### config.mk
export PLATFORM = sky130hd
export DESIGN_NAME = usb_descriptor_parser
export DESIGN_NICKNAME = d
export VERILOG_FILES = /design/src/usb_desc_pkg.sv /design/src/desc_parse_fsm.sv /design/src/desc_byte_counter.sv /design/src/desc_header_capture.sv /design/src/device_field_extract.sv /design/src/usb_descriptor_parser.sv
export SDC_FILE = /design/constraint.sdc
export NUM_CORES = 1
export LEC_CHECK = 0
export ABC_AREA = 1
export BUFFER_PORTS_ARGS = -buffer_cell sky130_fd_sc_hd__buf_2
export CORE_UTILIZATION = 35
export CTS_CLUSTER_DIAMETER = 40
export DETAILED_ROUTE_END_ITERATION = 6
export PLACE_DENSITY_LB_ADDON = 0.05
export REMOVE_ABC_BUFFERS = 1
export SLEW_MARGIN = 20
export SYNTH_ARGS = -nofsm -noshare
export SYNTH_HDL_FRONTEND = slang
export SYNTH_SLANG_ARGS = --single-unit
export TNS_END_PERCENT = 50
### constraint.sdc
create_clock -name clk -period 3.4 [get_ports clk]
set_input_delay 0.68 -clock clk [delete_from_list [all_inputs] [get_ports clk]]
set_output_delay 0.68 -clock clk [all_outputs]
set_load 0.005 [all_outputs]
### src/usb_desc_pkg.sv
// USB descriptor parser
// Shared types and descriptor layout
`default_nettype none

package usb_desc_pkg;

    // Plain data widths
    typedef logic [7:0]  desc_byte_t;
    typedef logic [7:0]  desc_index_t;
    typedef logic [15:0] usb_id_t;

    // Parser sequencing
    typedef enum logic [2:0] {
        PARSE_IDLE,
        PARSE_LENGTH,
        PARSE_TYPE,
        PARSE_FIELDS,
        PARSE_DONE
    } parse_state_e;

    // One-hot byte-kind strobes, high only when a byte is accepted
    typedef struct packed {
        logic take_length;
        logic take_type;
        logic take_field;
    } parse_strobe_t;

    // Extracted device descriptor fields, 56 bits
    typedef struct packed {
        usb_id_t    vendor_id;
        usb_id_t    product_id;
        desc_byte_t device_class;
        desc_byte_t max_packet_size;
        desc_byte_t num_configurations;
    } device_info_t;

    // bDescriptorType of a device descriptor
    localparam desc_byte_t DEVICE_DESC_TYPE = 8'h01;

    // Standard device descriptor offsets
    localparam desc_index_t OFFS_CLASS       = 8'd4;
    localparam desc_index_t OFFS_MAX_PACKET  = 8'd7;
    // Low byte of each ID, high byte follows directly
    localparam desc_index_t OFFS_VENDOR_LO   = 8'd8;
    localparam desc_index_t OFFS_PRODUCT_LO  = 8'd10;
    localparam desc_index_t OFFS_NUM_CONFIGS = 8'd17;

endpackage

`default_nettype wire

### src/desc_parse_fsm.sv
// Descriptor parse sequencer
`timescale 1ns/1ps
`default_nettype none

module desc_parse_fsm
    import usb_desc_pkg::*;
(
    input  wire             clk,
    input  wire             reset,
    input  wire             data_valid,
    input  wire             start_parse,
    input  wire desc_byte_t desc_length,
    input  wire             last_byte,
    output parse_strobe_t   strobes,
    output parse_state_e    parse_state,
    output logic            parsing_complete
);

    parse_state_e state_next;
    logic         short_header;
    logic         type_is_last;

    // Length 0..2 means nothing follows the type byte
    assign short_header = (desc_length < 8'd3);
    assign type_is_last = last_byte || short_header;

    // Byte kind follows the state; a byte in PARSE_LENGTH is already the type
    always_comb begin
        strobes = '0;
        case (parse_state)
            PARSE_IDLE: begin
                strobes.take_length = start_parse && data_valid;
            end
            PARSE_LENGTH, PARSE_TYPE: begin
                strobes.take_type = data_valid;
            end
            PARSE_FIELDS: begin
                strobes.take_field = data_valid;
            end
            default: begin
                strobes = '0;
            end
        endcase
    end

    always_comb begin
        state_next = parse_state;
        case (parse_state)
            PARSE_IDLE: begin
                if (strobes.take_length) begin
                    state_next = PARSE_LENGTH;
                end
            end
            PARSE_LENGTH: begin
                // bLength is registered by now
                if (strobes.take_type) begin
                    state_next = type_is_last ? PARSE_DONE : PARSE_FIELDS;
                end else begin
                    state_next = PARSE_TYPE;
                end
            end
            PARSE_TYPE: begin
                if (strobes.take_type) begin
                    state_next = type_is_last ? PARSE_DONE : PARSE_FIELDS;
                end
            end
            PARSE_FIELDS: begin
                if (strobes.take_field && last_byte) begin
                    state_next = PARSE_DONE;
                end
            end
            PARSE_DONE: begin
                state_next = PARSE_IDLE;
            end
            default: begin
                state_next = PARSE_IDLE;
            end
        endcase
    end

    // Completion pulse lines up with the PARSE_DONE cycle
    always_ff @(posedge clk or posedge reset) begin
        if (reset) begin
            parse_state      <= PARSE_IDLE;
            parsing_complete <= 1'b0;
        end else begin
            parse_state      <= state_next;
            parsing_complete <= (state_next == PARSE_DONE);
        end
    end

endmodule

`default_nettype wire

### src/desc_byte_counter.sv
// Descriptor byte offset counter
`timescale 1ns/1ps
`default_nettype none

module desc_byte_counter
    import usb_desc_pkg::*;
(
    input  wire                clk,
    input  wire                reset,
    input  wire parse_strobe_t strobes,
    input  wire desc_byte_t    desc_length,
    output desc_index_t        field_index,
    output logic               last_byte
);

    logic accepting;
    logic short_header;

    assign accepting    = strobes.take_type || strobes.take_field;
    assign short_header = (desc_length < 8'd3);

    // Offset of the byte that the next strobe accepts
    always_ff @(posedge clk or posedge reset) begin
        if (reset) begin
            field_index <= '0;
        end else if (strobes.take_length) begin
            field_index <= 8'd1;
        end else if (accepting) begin
            field_index <= field_index + 8'd1;
        end
    end

    // Short descriptors end on the type byte at offset 1
    always_comb begin
        if (!accepting) begin
            last_byte = 1'b0;
        end else if (short_header) begin
            last_byte = strobes.take_type;
        end else begin
            last_byte = (field_index == desc_length - 8'd1);
        end
    end

endmodule

`default_nettype wire

### src/desc_header_capture.sv
// Descriptor header registers
`timescale 1ns/1ps
`default_nettype none

module desc_header_capture
    import usb_desc_pkg::*;
(
    input  wire                clk,
    input  wire                reset,
    input  wire desc_byte_t    data_in,
    input  wire parse_strobe_t strobes,
    output desc_byte_t         desc_length,
    output desc_byte_t         desc_type
);

    // bLength, held until the next descriptor starts
    always_ff @(posedge clk or posedge reset) begin
        if (reset) begin
            desc_length <= '0;
        end else if (strobes.take_length) begin
            desc_length <= data_in;
        end
    end

    // bDescriptorType
    always_ff @(posedge clk or posedge reset) begin
        if (reset) begin
            desc_type <= '0;
        end else if (strobes.take_type) begin
            desc_type <= data_in;
        end
    end

endmodule

`default_nettype wire

### src/device_field_extract.sv
// Device descriptor field extraction
`timescale 1ns/1ps
`default_nettype none

module device_field_extract
    import usb_desc_pkg::*;
(
    input  wire              clk,
    input  wire              reset,
    input  wire desc_byte_t  data_in,
    input  wire              take_field,
    input  wire desc_index_t field_index,
    input  wire desc_byte_t  desc_type,
    output device_info_t     device_info
);

    logic is_device;
    logic write_en;

    // Type byte is registered before any field byte arrives
    assign is_device = (desc_type == DEVICE_DESC_TYPE);
    assign write_en  = take_field && is_device;

    // One byte lane per offset, IDs little endian
    always_ff @(posedge clk or posedge reset) begin
        if (reset) begin
            device_info <= '0;
        end else if (write_en) begin
            case (field_index)
                OFFS_CLASS: begin
                    device_info.device_class <= data_in;
                end
                OFFS_MAX_PACKET: begin
                    device_info.max_packet_size <= data_in;
                end
                OFFS_VENDOR_LO: begin
                    device_info.vendor_id[7:0] <= data_in;
                end
                desc_index_t'(OFFS_VENDOR_LO + 8'd1): begin
                    device_info.vendor_id[15:8] <= data_in;
                end
                OFFS_PRODUCT_LO: begin
                    device_info.product_id[7:0] <= data_in;
                end
                desc_index_t'(OFFS_PRODUCT_LO + 8'd1): begin
                    device_info.product_id[15:8] <= data_in;
                end
                OFFS_NUM_CONFIGS: begin
                    device_info.num_configurations <= data_in;
                end
                default: begin
                    // Reserved and bcd fields are skipped
                    device_info <= device_info;
                end
            endcase
        end
    end

endmodule

`default_nettype wire

### src/usb_descriptor_parser.sv
// USB standard descriptor parser
`timescale 1ns/1ps
`default_nettype none

module usb_descriptor_parser
    import usb_desc_pkg::*;
(
    input  wire             clk,
    input  wire             reset,
    input  wire desc_byte_t data_in,
    input  wire             data_valid,
    input  wire             start_parse,
    output device_info_t    device_info,
    output desc_byte_t      desc_type,
    output logic            parsing_complete,
    output parse_state_e    parse_state
);

    parse_strobe_t strobes;
    desc_byte_t    desc_length;
    desc_index_t   field_index;
    logic          last_byte;

    desc_parse_fsm desc_parse_fsm_inst (
        .clk              (clk),
        .reset            (reset),
        .data_valid       (data_valid),
        .start_parse      (start_parse),
        .desc_length      (desc_length),
        .last_byte        (last_byte),
        .strobes          (strobes),
        .parse_state      (parse_state),
        .parsing_complete (parsing_complete)
    );

    desc_byte_counter desc_byte_counter_inst (
        .clk         (clk),
        .reset       (reset),
        .strobes     (strobes),
        .desc_length (desc_length),
        .field_index (field_index),
        .last_byte   (last_byte)
    );

    desc_header_capture desc_header_capture_inst (
        .clk         (clk),
        .reset       (reset),
        .data_in     (data_in),
        .strobes     (strobes),
        .desc_length (desc_length),
        .desc_type   (desc_type)
    );

    // Only field bytes reach the extractor
    device_field_extract device_field_extract_inst (
        .clk         (clk),
        .reset       (reset),
        .data_in     (data_in),
        .take_field  (strobes.take_field),
        .field_index (field_index),
        .desc_type   (desc_type),
        .device_info (device_info)
    );

endmodule

`default_nettype wire

; ---- Yosys cells after proc, flatten, opt, wreduce, memory -nomap -nowiden
; Cells that the tools add are included.
[word_totals]
register_bits = 84
wordCells = 56
out_inout_bits = 68
inputBits = 12
[op_classes]
eq_ne = 13
n_reduce_logical = 15
addsub = 2
n_mux = 13
magnitude_cmp = 1
[op_table]
columns = cell, n
row1 = $eq A8 B4 Y1 const B, 4
row2 = $eq A8 B3 Y1 const B, 2
row3 = $mux W8, 2
row4 = $mux W3, 5
row5 = $reduce_and A2 Y1, 7
row6 = $pmux W3 S4, 1
row7 = $add A8 B1 Y8 const B, 1
row8 = $eq A8 B1 Y1 const B, 1
row9 = $eq A8 B5 Y1 const B, 1
row10 = $eq A8 B8 Y1, 1
row11 = $lt A8 B2 Y1 const B, 1
row12 = $sub A8 B1 Y8 const B, 1
row13 = $eq A3 B2 Y1 const B, 2
row14 = $mux W1, 5
row15 = $eq A3 B1 Y1 const B, 1
row16 = $eq A3 B3 Y1 const B, 1
row17 = $logic_and A1 B1 Y1, 3
row18 = $logic_not A3 Y1, 1
row19 = $logic_or A1 B1 Y1, 2
row20 = $reduce_bool A2 Y1, 1
row21 = $reduce_or A2 Y1, 1

; ---- Depth between registers and ports, before layout
; Gate-level depths: netlist of the first run.
[logic_depth]
ltp_word = 10
depth_mapped = 14
depth_no_buf = 14

; ---- Hierarchy
; A second synthesis of the first run with hierarchy kept.
[hier_totals]
hier_cells = 504
area_unflattened_um2 = 4023.9
[by_module_without_submodules]
columns = mod, area_per_inst_um2, cells_per_inst, instances
row1 = device_field_extract, 2391.0, 273, 1
row2 = desc_byte_counter, 748.2, 124, 1
row3 = desc_header_capture, 614.3, 69, 1
row4 = desc_parse_fsm, 270.3, 38, 1

; ---- Least setup slack after synthesis of the first run
; OpenSTA, ideal clock, no wires.
[synth_timing]
kind = input port to flip-flop
start = input data_valid
end = register device_field_extract_inst.device_info[15] (netlist name)
stages = 8
arrival_time_ns = 1.689
setup_ns = 0.129
n_path_buf = 1
slack_ns = 1.583
cell_sequence = inv_1 > nor2_1 > inv_1 > nor3_4 > nand2_1 > buf_2 > nand2_1 > o21ai_0
[synth_via]
elab_chain_cells = 3
[synth_rtl]
columns = item, line_no
row1 = start: declaration, usb_descriptor_parser.sv:11  ; input wire data_valid,
row2 = $mux W1, desc_parse_fsm.sv:30  ; case (parse_state)
row3 = $logic_and A1 B1 Y1, device_field_extract.sv:22  ; assign write_en = take_field && is_device;
row4 = $reduce_and A2 Y1 (no line), n/a
; No other way between the ends.
; A chain may end at the register's enable or synchronous reset.

; ---- Final worst setup path of the first run
[layout_timing]
start = register desc_header_capture_inst.desc_length[0]
end = register desc_parse_fsm_inst.parse_state[0]
[layout_via]
elab_chain_cells = 8
word_cells_on_any_way = 12
cone_classes = add/sub: 1 / order compare: 1 / eq/ne: 1 / mux: 7 / reduce/logical: 2
[layout_rtl]
columns = item, line_no
row1 = start: declaration, desc_header_capture.sv:12  ; output desc_byte_t desc_length,
row2 = start signal: assignment, desc_header_capture.sv:21  ; desc_length <= data_in;
row3 = $sub A8 B1 Y8, desc_byte_counter.sv:40  ; last_byte = (field_index == desc_length - 8'd1);
row4 = $eq A8 B8 Y1, desc_byte_counter.sv:40
row5 = $mux W1, desc_byte_counter.sv:37  ; end else if (short_header) begin
row6 = $mux W1, desc_byte_counter.sv:35  ; if (!accepting) begin
row7 = $logic_or A1 B1 Y1, desc_parse_fsm.sv:25  ; assign type_is_last = last_byte || short_header;
row8 = $mux W3, "desc_parse_fsm.sv:57, desc_parse_fsm.sv:64"
row9 = $mux W3 (on tied branches), "desc_parse_fsm.sv:63, desc_parse_fsm.sv:56"
row10 = $pmux W3 S4 *, desc_parse_fsm.sv:48  ; case (parse_state)
row11 = via desc_parse_fsm_inst.state_next[0], desc_parse_fsm.sv:19  ; parse_state_e state_next;
row12 = end signal: assignment, desc_parse_fsm.sv:87  ; parse_state <= state_next;
row13 = end: declaration, desc_parse_fsm.sv:15  ; output parse_state_e parse_state,
; Mark *: on every way through the listed nets, which the timed path passes. The rest lies on a longest branch.

==> out/metrics.yaml, run 1 <==
synth_top_area_cell: "dfrtp_1"
hold_class: "in -> async"
dr.first_iter.drc_count: 155
grt_max_degree: 34
placed_cells: 617
final_max_slew_viol_count: 0
dr.pass1.iters: 4
vias: 2923
setup-tns-final_ps: 0
ir_drop_mv: 0.254
ys_seq_elements: 84
io_pins: 80
clkTransAtPathRegs_ps: 90
ys_warn_count: 0
ys_types: 21
synth_cells: 413
die_width_um: 104
cts_sinks: 84
hold_slack_ps: 362
antenna_found_initial: 0
syn2layout_area_growth_pct: 20.1
yosys-top-cells-area: "dfrtp_1 (58%), nand2_1 (12%), o21ai_0 (12%), inv_1 (4.3%), nand3_1 (2.6%)"
cts_buffers: 9
initial_utilization_pct: 36.5
rrSetupSlack_ps: 1300
post_cts_resized: 0
cts_setup_buffers: 0
netlist_area_um2: 3620
io_buffers: 79
ys_seq_area_share_pct: 58.1
worst_pin_slew_ps: 587
final_common_cell: "nand2_1"
cts_buffer_depth: 2
grt_pass1_vias: 2858
wl_per_cell_um: 14.8
layout_common_cells: "nand2_1 (117), o21ai_0 (84), dfrtp_1 (84)"
finalSetupViolCount: 0
fmax_ghz: 0.475
worstPathMaxFanout: 5
period_share_pct: 61.9
hpwl_mm: 6.49
drc_errors: 0
critPathLaunchType: "register"
totalWireLength_mm: 9.35
reg2reg_depth: 13
hold_viol: 0
core_um2: 9910
r2r-end: "desc_parse_fsm_inst.parse_state[0]$_DFF_PP0_"
die_y_um: 104
diodes: 0
postRouteAntennaNets: 0
cp.arrival_ps: 2350
use_met1_pct: 24.8
skew_ps: 8.59
cts_hold_buf: 0
rsz0062_at_grt: "no"
overflow: 0
insertion_delay_ps: 350
grt_use_met2_pct: 29.2
htree_levels: 3
grt_usage_pct: 18.6
busiest_layer: "met2"
cts_tree: "built"
rows: 36
status: "finished, final reports clean"
drive_above_1_share_pct: 20.4
dieArea_um2: 10700
cts_root_buf: "clkbuf_8"
place.gp.congestion: 0.820
grt_pass1_wl_mm: 15.4
routed_via_density: 4.62
setup.worst_path.class: "reg -> reg"
synth_area_per_cell_um2: 8.76
cp-end-kind: "register"
maxCapViolations: 0
maxSlewHeadroom_pct: 60.8
worstPathRequired_ps: 3640
grt_use_met3_pct: 6.67
power_density_nw_per_um2: 644
yosys.area.top_type_share_pct: 58.1
r2r-start: "desc_header_capture_inst.desc_length[0]$_DFFE_PP0P_"
period_needed_ps: 2100
final_cells: 633
num-nets-final: 513
power_leakage_uw: 0.00231
## synthesized netlist by cell type
master / number
nor4_1: 3
nor3b_1: 1
clkbuf_1: 4
ha_1: 6
or2_2: 1
nor2_1: 22
xor2_1: 3
nand2_1: 117
inv_1: 41
dfrtp_1: 84
o21ai_0: 84
nand3_2: 1
buf_2: 7
a21oi_1: 5
nand3_1: 19
or4_4: 1
nand3b_1: 1
xnor2_1: 2
nor3_4: 1
nor3_1: 8
nand4_1: 2
## flip-flops by register name, indices dropped and copies added (netlist names)
| register | cells |
|---|---|
| desc_parse_fsm_inst.parsing_complete | 1 |
| desc_parse_fsm_inst.parse_state | 3 |
| desc_header_capture_inst.desc_type | 8 |
| device_field_extract_inst.device_info | 56 |
| desc_byte_counter_inst.field_index | 8 |
| desc_header_capture_inst.desc_length | 8 |
## worst max-delay path by stage
stage / startpoint / endpoint / slack (ps) / depth (start not counted)
4_1_cts: desc_header_capture_inst.desc_length[0]$_DFFE_PP0P_ / desc_parse_fsm_inst.parse_state[0]$_DFF_PP0_ / 1290 / 13
2_1_floorplan: reset / desc_byte_counter_inst.field_index[0]$_DFFE_PP0P_ / 550 / 1
6_report: desc_header_capture_inst.desc_length[0]$_DFFE_PP0P_ / desc_parse_fsm_inst.parse_state[0]$_DFF_PP0_ / 1300 / 13
5_1_grt: desc_header_capture_inst.desc_length[0]$_DFFE_PP0P_ / desc_parse_fsm_inst.parse_state[0]$_DFF_PP0_ / 1040 / 13
3_3_place_gp: data_valid / device_field_extract_inst.device_info[40]$_DFFE_PP0P_ / 1180 / 8
3_5_place_dp: data_valid / device_field_extract_inst.device_info[37]$_DFFE_PP0P_ / 1170 / 7
## critical path, cell delays in order (launching register included)
cell and delay [ps]:
dfrtp_1 450, inv_1 150, ha_1 180, inv_1 40, nor2_1 200, nand2_1 130
o21ai_0 190, nand3_1 100, nor2_1 100, nand2_1 80, nand2_1 80, nand2_1 110
nand2_1 110, nand3_1 70
## metal layers
| layer | part of all wire [%] | vias up |
|---|---|---|
| met5 | 0 | - |
| li1 | - | 1498 |
| met3 | 6.4 | 8 |
| met1 | 46 | 1347 |
| met4 | 0.96 | 0 |
| met2 | 46 | 70 |
## area by class of cell
cell class                 instances  area [um^2]
clock buffer                      11          141
clock inverter                     5         36.3
fill                            1005         5570
inverter                          41          155
multi-input combinational        277         1310
sequential                        84         2100
tap                              133          166
timing repair buffer              82          430
## kinds of logic after synthesis
logic type | share of synthesized area [%]
flops | 58.1
compound gates | 12.3
xor+xnor | 1.21
fa+ha+maj | 2.08
simple gates | 20.7
buf+inv | 5.64
## stage by stage
step	cell area [um^2]	util (%)	setup slack, ps	power, uW
CTS	4340	43.8	1290	2840
global route	4340	43.8	1040	3040
floorplan	3570	-	555	1900
detailed placement	4170	42.0	1170	2170
global placement	4170	42.0	1180	2160
finish	4340	43.8	1300	2800
## power by group
part	total (uW)	switching [uW]	internal, uW
clock	653	366	287
combinational	842	526	316
sequential	1300	155	1150
total	2800	1050	1750
Power figures use the tool's default switching activity.
==> inputs of run 2 (changes only) <==
Settings changed: ABC_AREA 1 to 0.
Clock period 3.4 ns to 1.71 ns, I/O delays scaled along.
==> out/metrics.yaml, run 2 <==
totalWireLength_mm: 9.29
violations: "negative setup slack"
postRouteAntennaNets: 0
ys_seq_area_share_pct: 56.3
syn2layout_area_growth_pct: 34.8
cp-end-kind: "register"
synth_top_area_cell: "dfrtp_1"
worstPathMaxFanout: 8
period_share_pct: 118
wl_per_cell_um: 16.5
worst_pin_slew_ps: 439
cp.arrival_ps: 2260
clkTransAtPathRegs_ps: 90
place.gp.congestion: 0.758
crit_path_start: "desc_header_capture_inst.desc_type[1]$_DFFE_PP0P_"
maxSlewHeadroom_pct: 70.6
grt_pass1_vias: 2795
cts_buffer_depth: 2
hold_viol: 0
htree_levels: 3
rows: 37
dr.pass1.iters: 4
vias: 2712
place_ws_ps: -366
layout_setup_ws_ps: -300
dieArea_um2: 11100
hold_slack_ps: 294
yosys.area.top_type_share_pct: 56.3
maxCapViolations: 0
top_register: "device_field_extract_inst.device_info"
final_common_cell: "dfrtp_1"
setup.worst_path.class: "reg -> reg"
diodes: 0
fmax_ghz: 0.498
status: "complete, but fails checks"
ys_seq_elements: 84
synth_area_per_cell_um2: 13.1
finalSetupViolCount: 60
insertion_delay_ps: 370
yosys-top-cells-count: "dfrtp_1 (84), mux2_2 (54), nand2_1 (30)"
largest_reg_flops: 56
final_max_slew_viol_count: 0
min-delay-start: "data_valid"
critPathLaunchType: "register"
ir_drop_mv: 0.514
period_needed_ps: 2010
overflow: 0
cts_buffers: 9
synth_edf_count: 0
skew_ps: 10.6
setup-tns-final_ps: -14910
num-nets-final: 440
fillers: 1013
cts_root_buf: "clkbuf_8"
core_um2: 10300
total_power_uw: 6790
cts_tree: "built"
rsz0062_at_grt: "yes"
routed_via_density: 4.82
worstPathRequired_ps: 1960
power_density_nw_per_um2: 1350
io_pins: 80
grt_usage_pct: 18.3
r2r-start: "desc_header_capture_inst.desc_type[1]$_DFFE_PP0P_"
initial_utilization_pct: 36.2
drc_errors: 0
synth_cells: 285
ys_warn_count: 0
ys_types: 42
antenna_found_initial: 0
grt_max_degree: 41
die_width_um: 105
worstPathCellList: "nor4_2, nand4_1, or4_1, buf_6, mux2_4"
max_stage_delay_ps: 540
hpwl_mm: 6.69
hold_class: "in -> reg"
async_flop_share_pct: 100
dr.first_iter.drc_count: 50
cts_sinks: 84
layout_common_cells: "dfrtp_1 (83), buf_2 (79), mux2_2 (54)"
drive_above_1_share_pct: 55.0
power_leakage_uw: 0.00272
yosys-top-cells-area: "dfrtp_1 (56%), mux2_2 (16%), mux2_4 (3.2%), nand2_1 (3.0%), xnor2_1 (2.1%)"
grt_pass1_wl_mm: 15.1
ys.flop_type: "dfrtp_1"
io_buffers: 79
netlist_area_um2: 3730
die_y_um: 105
slowest_stage: "or4_1"
yosysMostFrequentCell: "dfrtp_1"
-- run 2: changes by cell type in the layout (fill, tap and decap cells not counted), sizes merged, moves of 5 or more --
cell	previous run	this run
nand2	117	34
o21ai	84	3
mux2	0	64
buf	82	134
inv	41	6
nand3	20	7
nor2	22	13
xnor2	2	9
nor3	9	4
xor2	3	8
-- run 2: power by group --
group	leakage, uW	total, uW	switching [uW]	internal [uW]
sequential	0.00112	2570	280	2290
clock	0.000114	1620	748	869
combinational	0.00148	2600	1170	1430
total	0.00272	6790	2200	4590
-- run 2: metal layers --
layer / GRT usage [%] / up-vias / routed length, um
met1: 23.3 / 1361 / 4250
met5: 0 / - / 0
met3: 4.89 / 15 / 454
met2: 29.3 / 64 / 4390
met4: 7.44 / 0 / 197
li1: - / 1272 / -
-- run 2: path summary, 6_finish.rpt --
kind                       cells after the start  slack, ps                                                    end
hold / removal                                 3        290           desc_parse_fsm_inst.parse_state[1]$_DFF_PP0_
max in group asynchronous                      4        840  device_field_extract_inst.device_info[22]$_DFFE_PP0P_
min in group asynchronous                      3        410  device_field_extract_inst.device_info[51]$_DFFE_PP0P_
setup / recovery                               5       -300   device_field_extract_inst.device_info[1]$_DFFE_PP0P_
hold reg to reg                                1        500  device_field_extract_inst.device_info[42]$_DFFE_PP0P_
setup reg to reg                               5       -300   device_field_extract_inst.device_info[1]$_DFFE_PP0P_
-- run 2: area by class of cell --
class	instances	area (um^2)	share of cell area, %
timing repair buffer	135	867	17.2
clock buffer	11	141	2.81
tap	136	170	3.38
inverter	6	23.8	0.472
clock inverter	5	82.6	1.64
sequential	84	2100	41.8
multi-input combinational	186	1650	32.7
-- run 2: through the flow --
stage	instance area (um^2)	std cells	util (%)
final	5040	563	48.8
after CTS	5010	562	48.6
after detailed placement	4690	545	45.5
after global routing	5040	563	48.8
after floorplan	3680	276	-
after global placement	4690	545	45.5
-- run 2: repair_timing --
action	in CTS	in global routing
endpoints found under the hold margin	5	0
pin swaps	4	2
setup endpoints to repair	60	68
gates resized for setup	18	3
buffers inserted	0	1
cloned	0	0
hold buffers	1	0
-- run 2: kinds of logic (layout without fill, tap and decap cells) --
| family | after synthesis | count (layout) | synth area share (%) |
|---|---|---|---|
| AND/OR/NAND/NOR | 78 | 78 | 11.3 |
| XOR/XNOR | 17 | 17 | 3.99 |
| multiplexers | 66 | 66 | 20.6 |
| flip-flops | 84 | 84 | 56.3 |
| adder cells (fa/ha/maj) | 6 | 6 | 2.01 |
| buffers and inverters | 15 | 157 | 1.94 |
| AO/OA/AOI/OAI | 19 | 19 | 3.85 |
-- run 2: worst max-delay path, delay by kind of cell, from the launching register on --
kind	cells	cell delay [ps]
multiplexers	1	290
flip-flops	1	390
AND/OR/NAND/NOR	3	1040
buffers and inverters	1	170
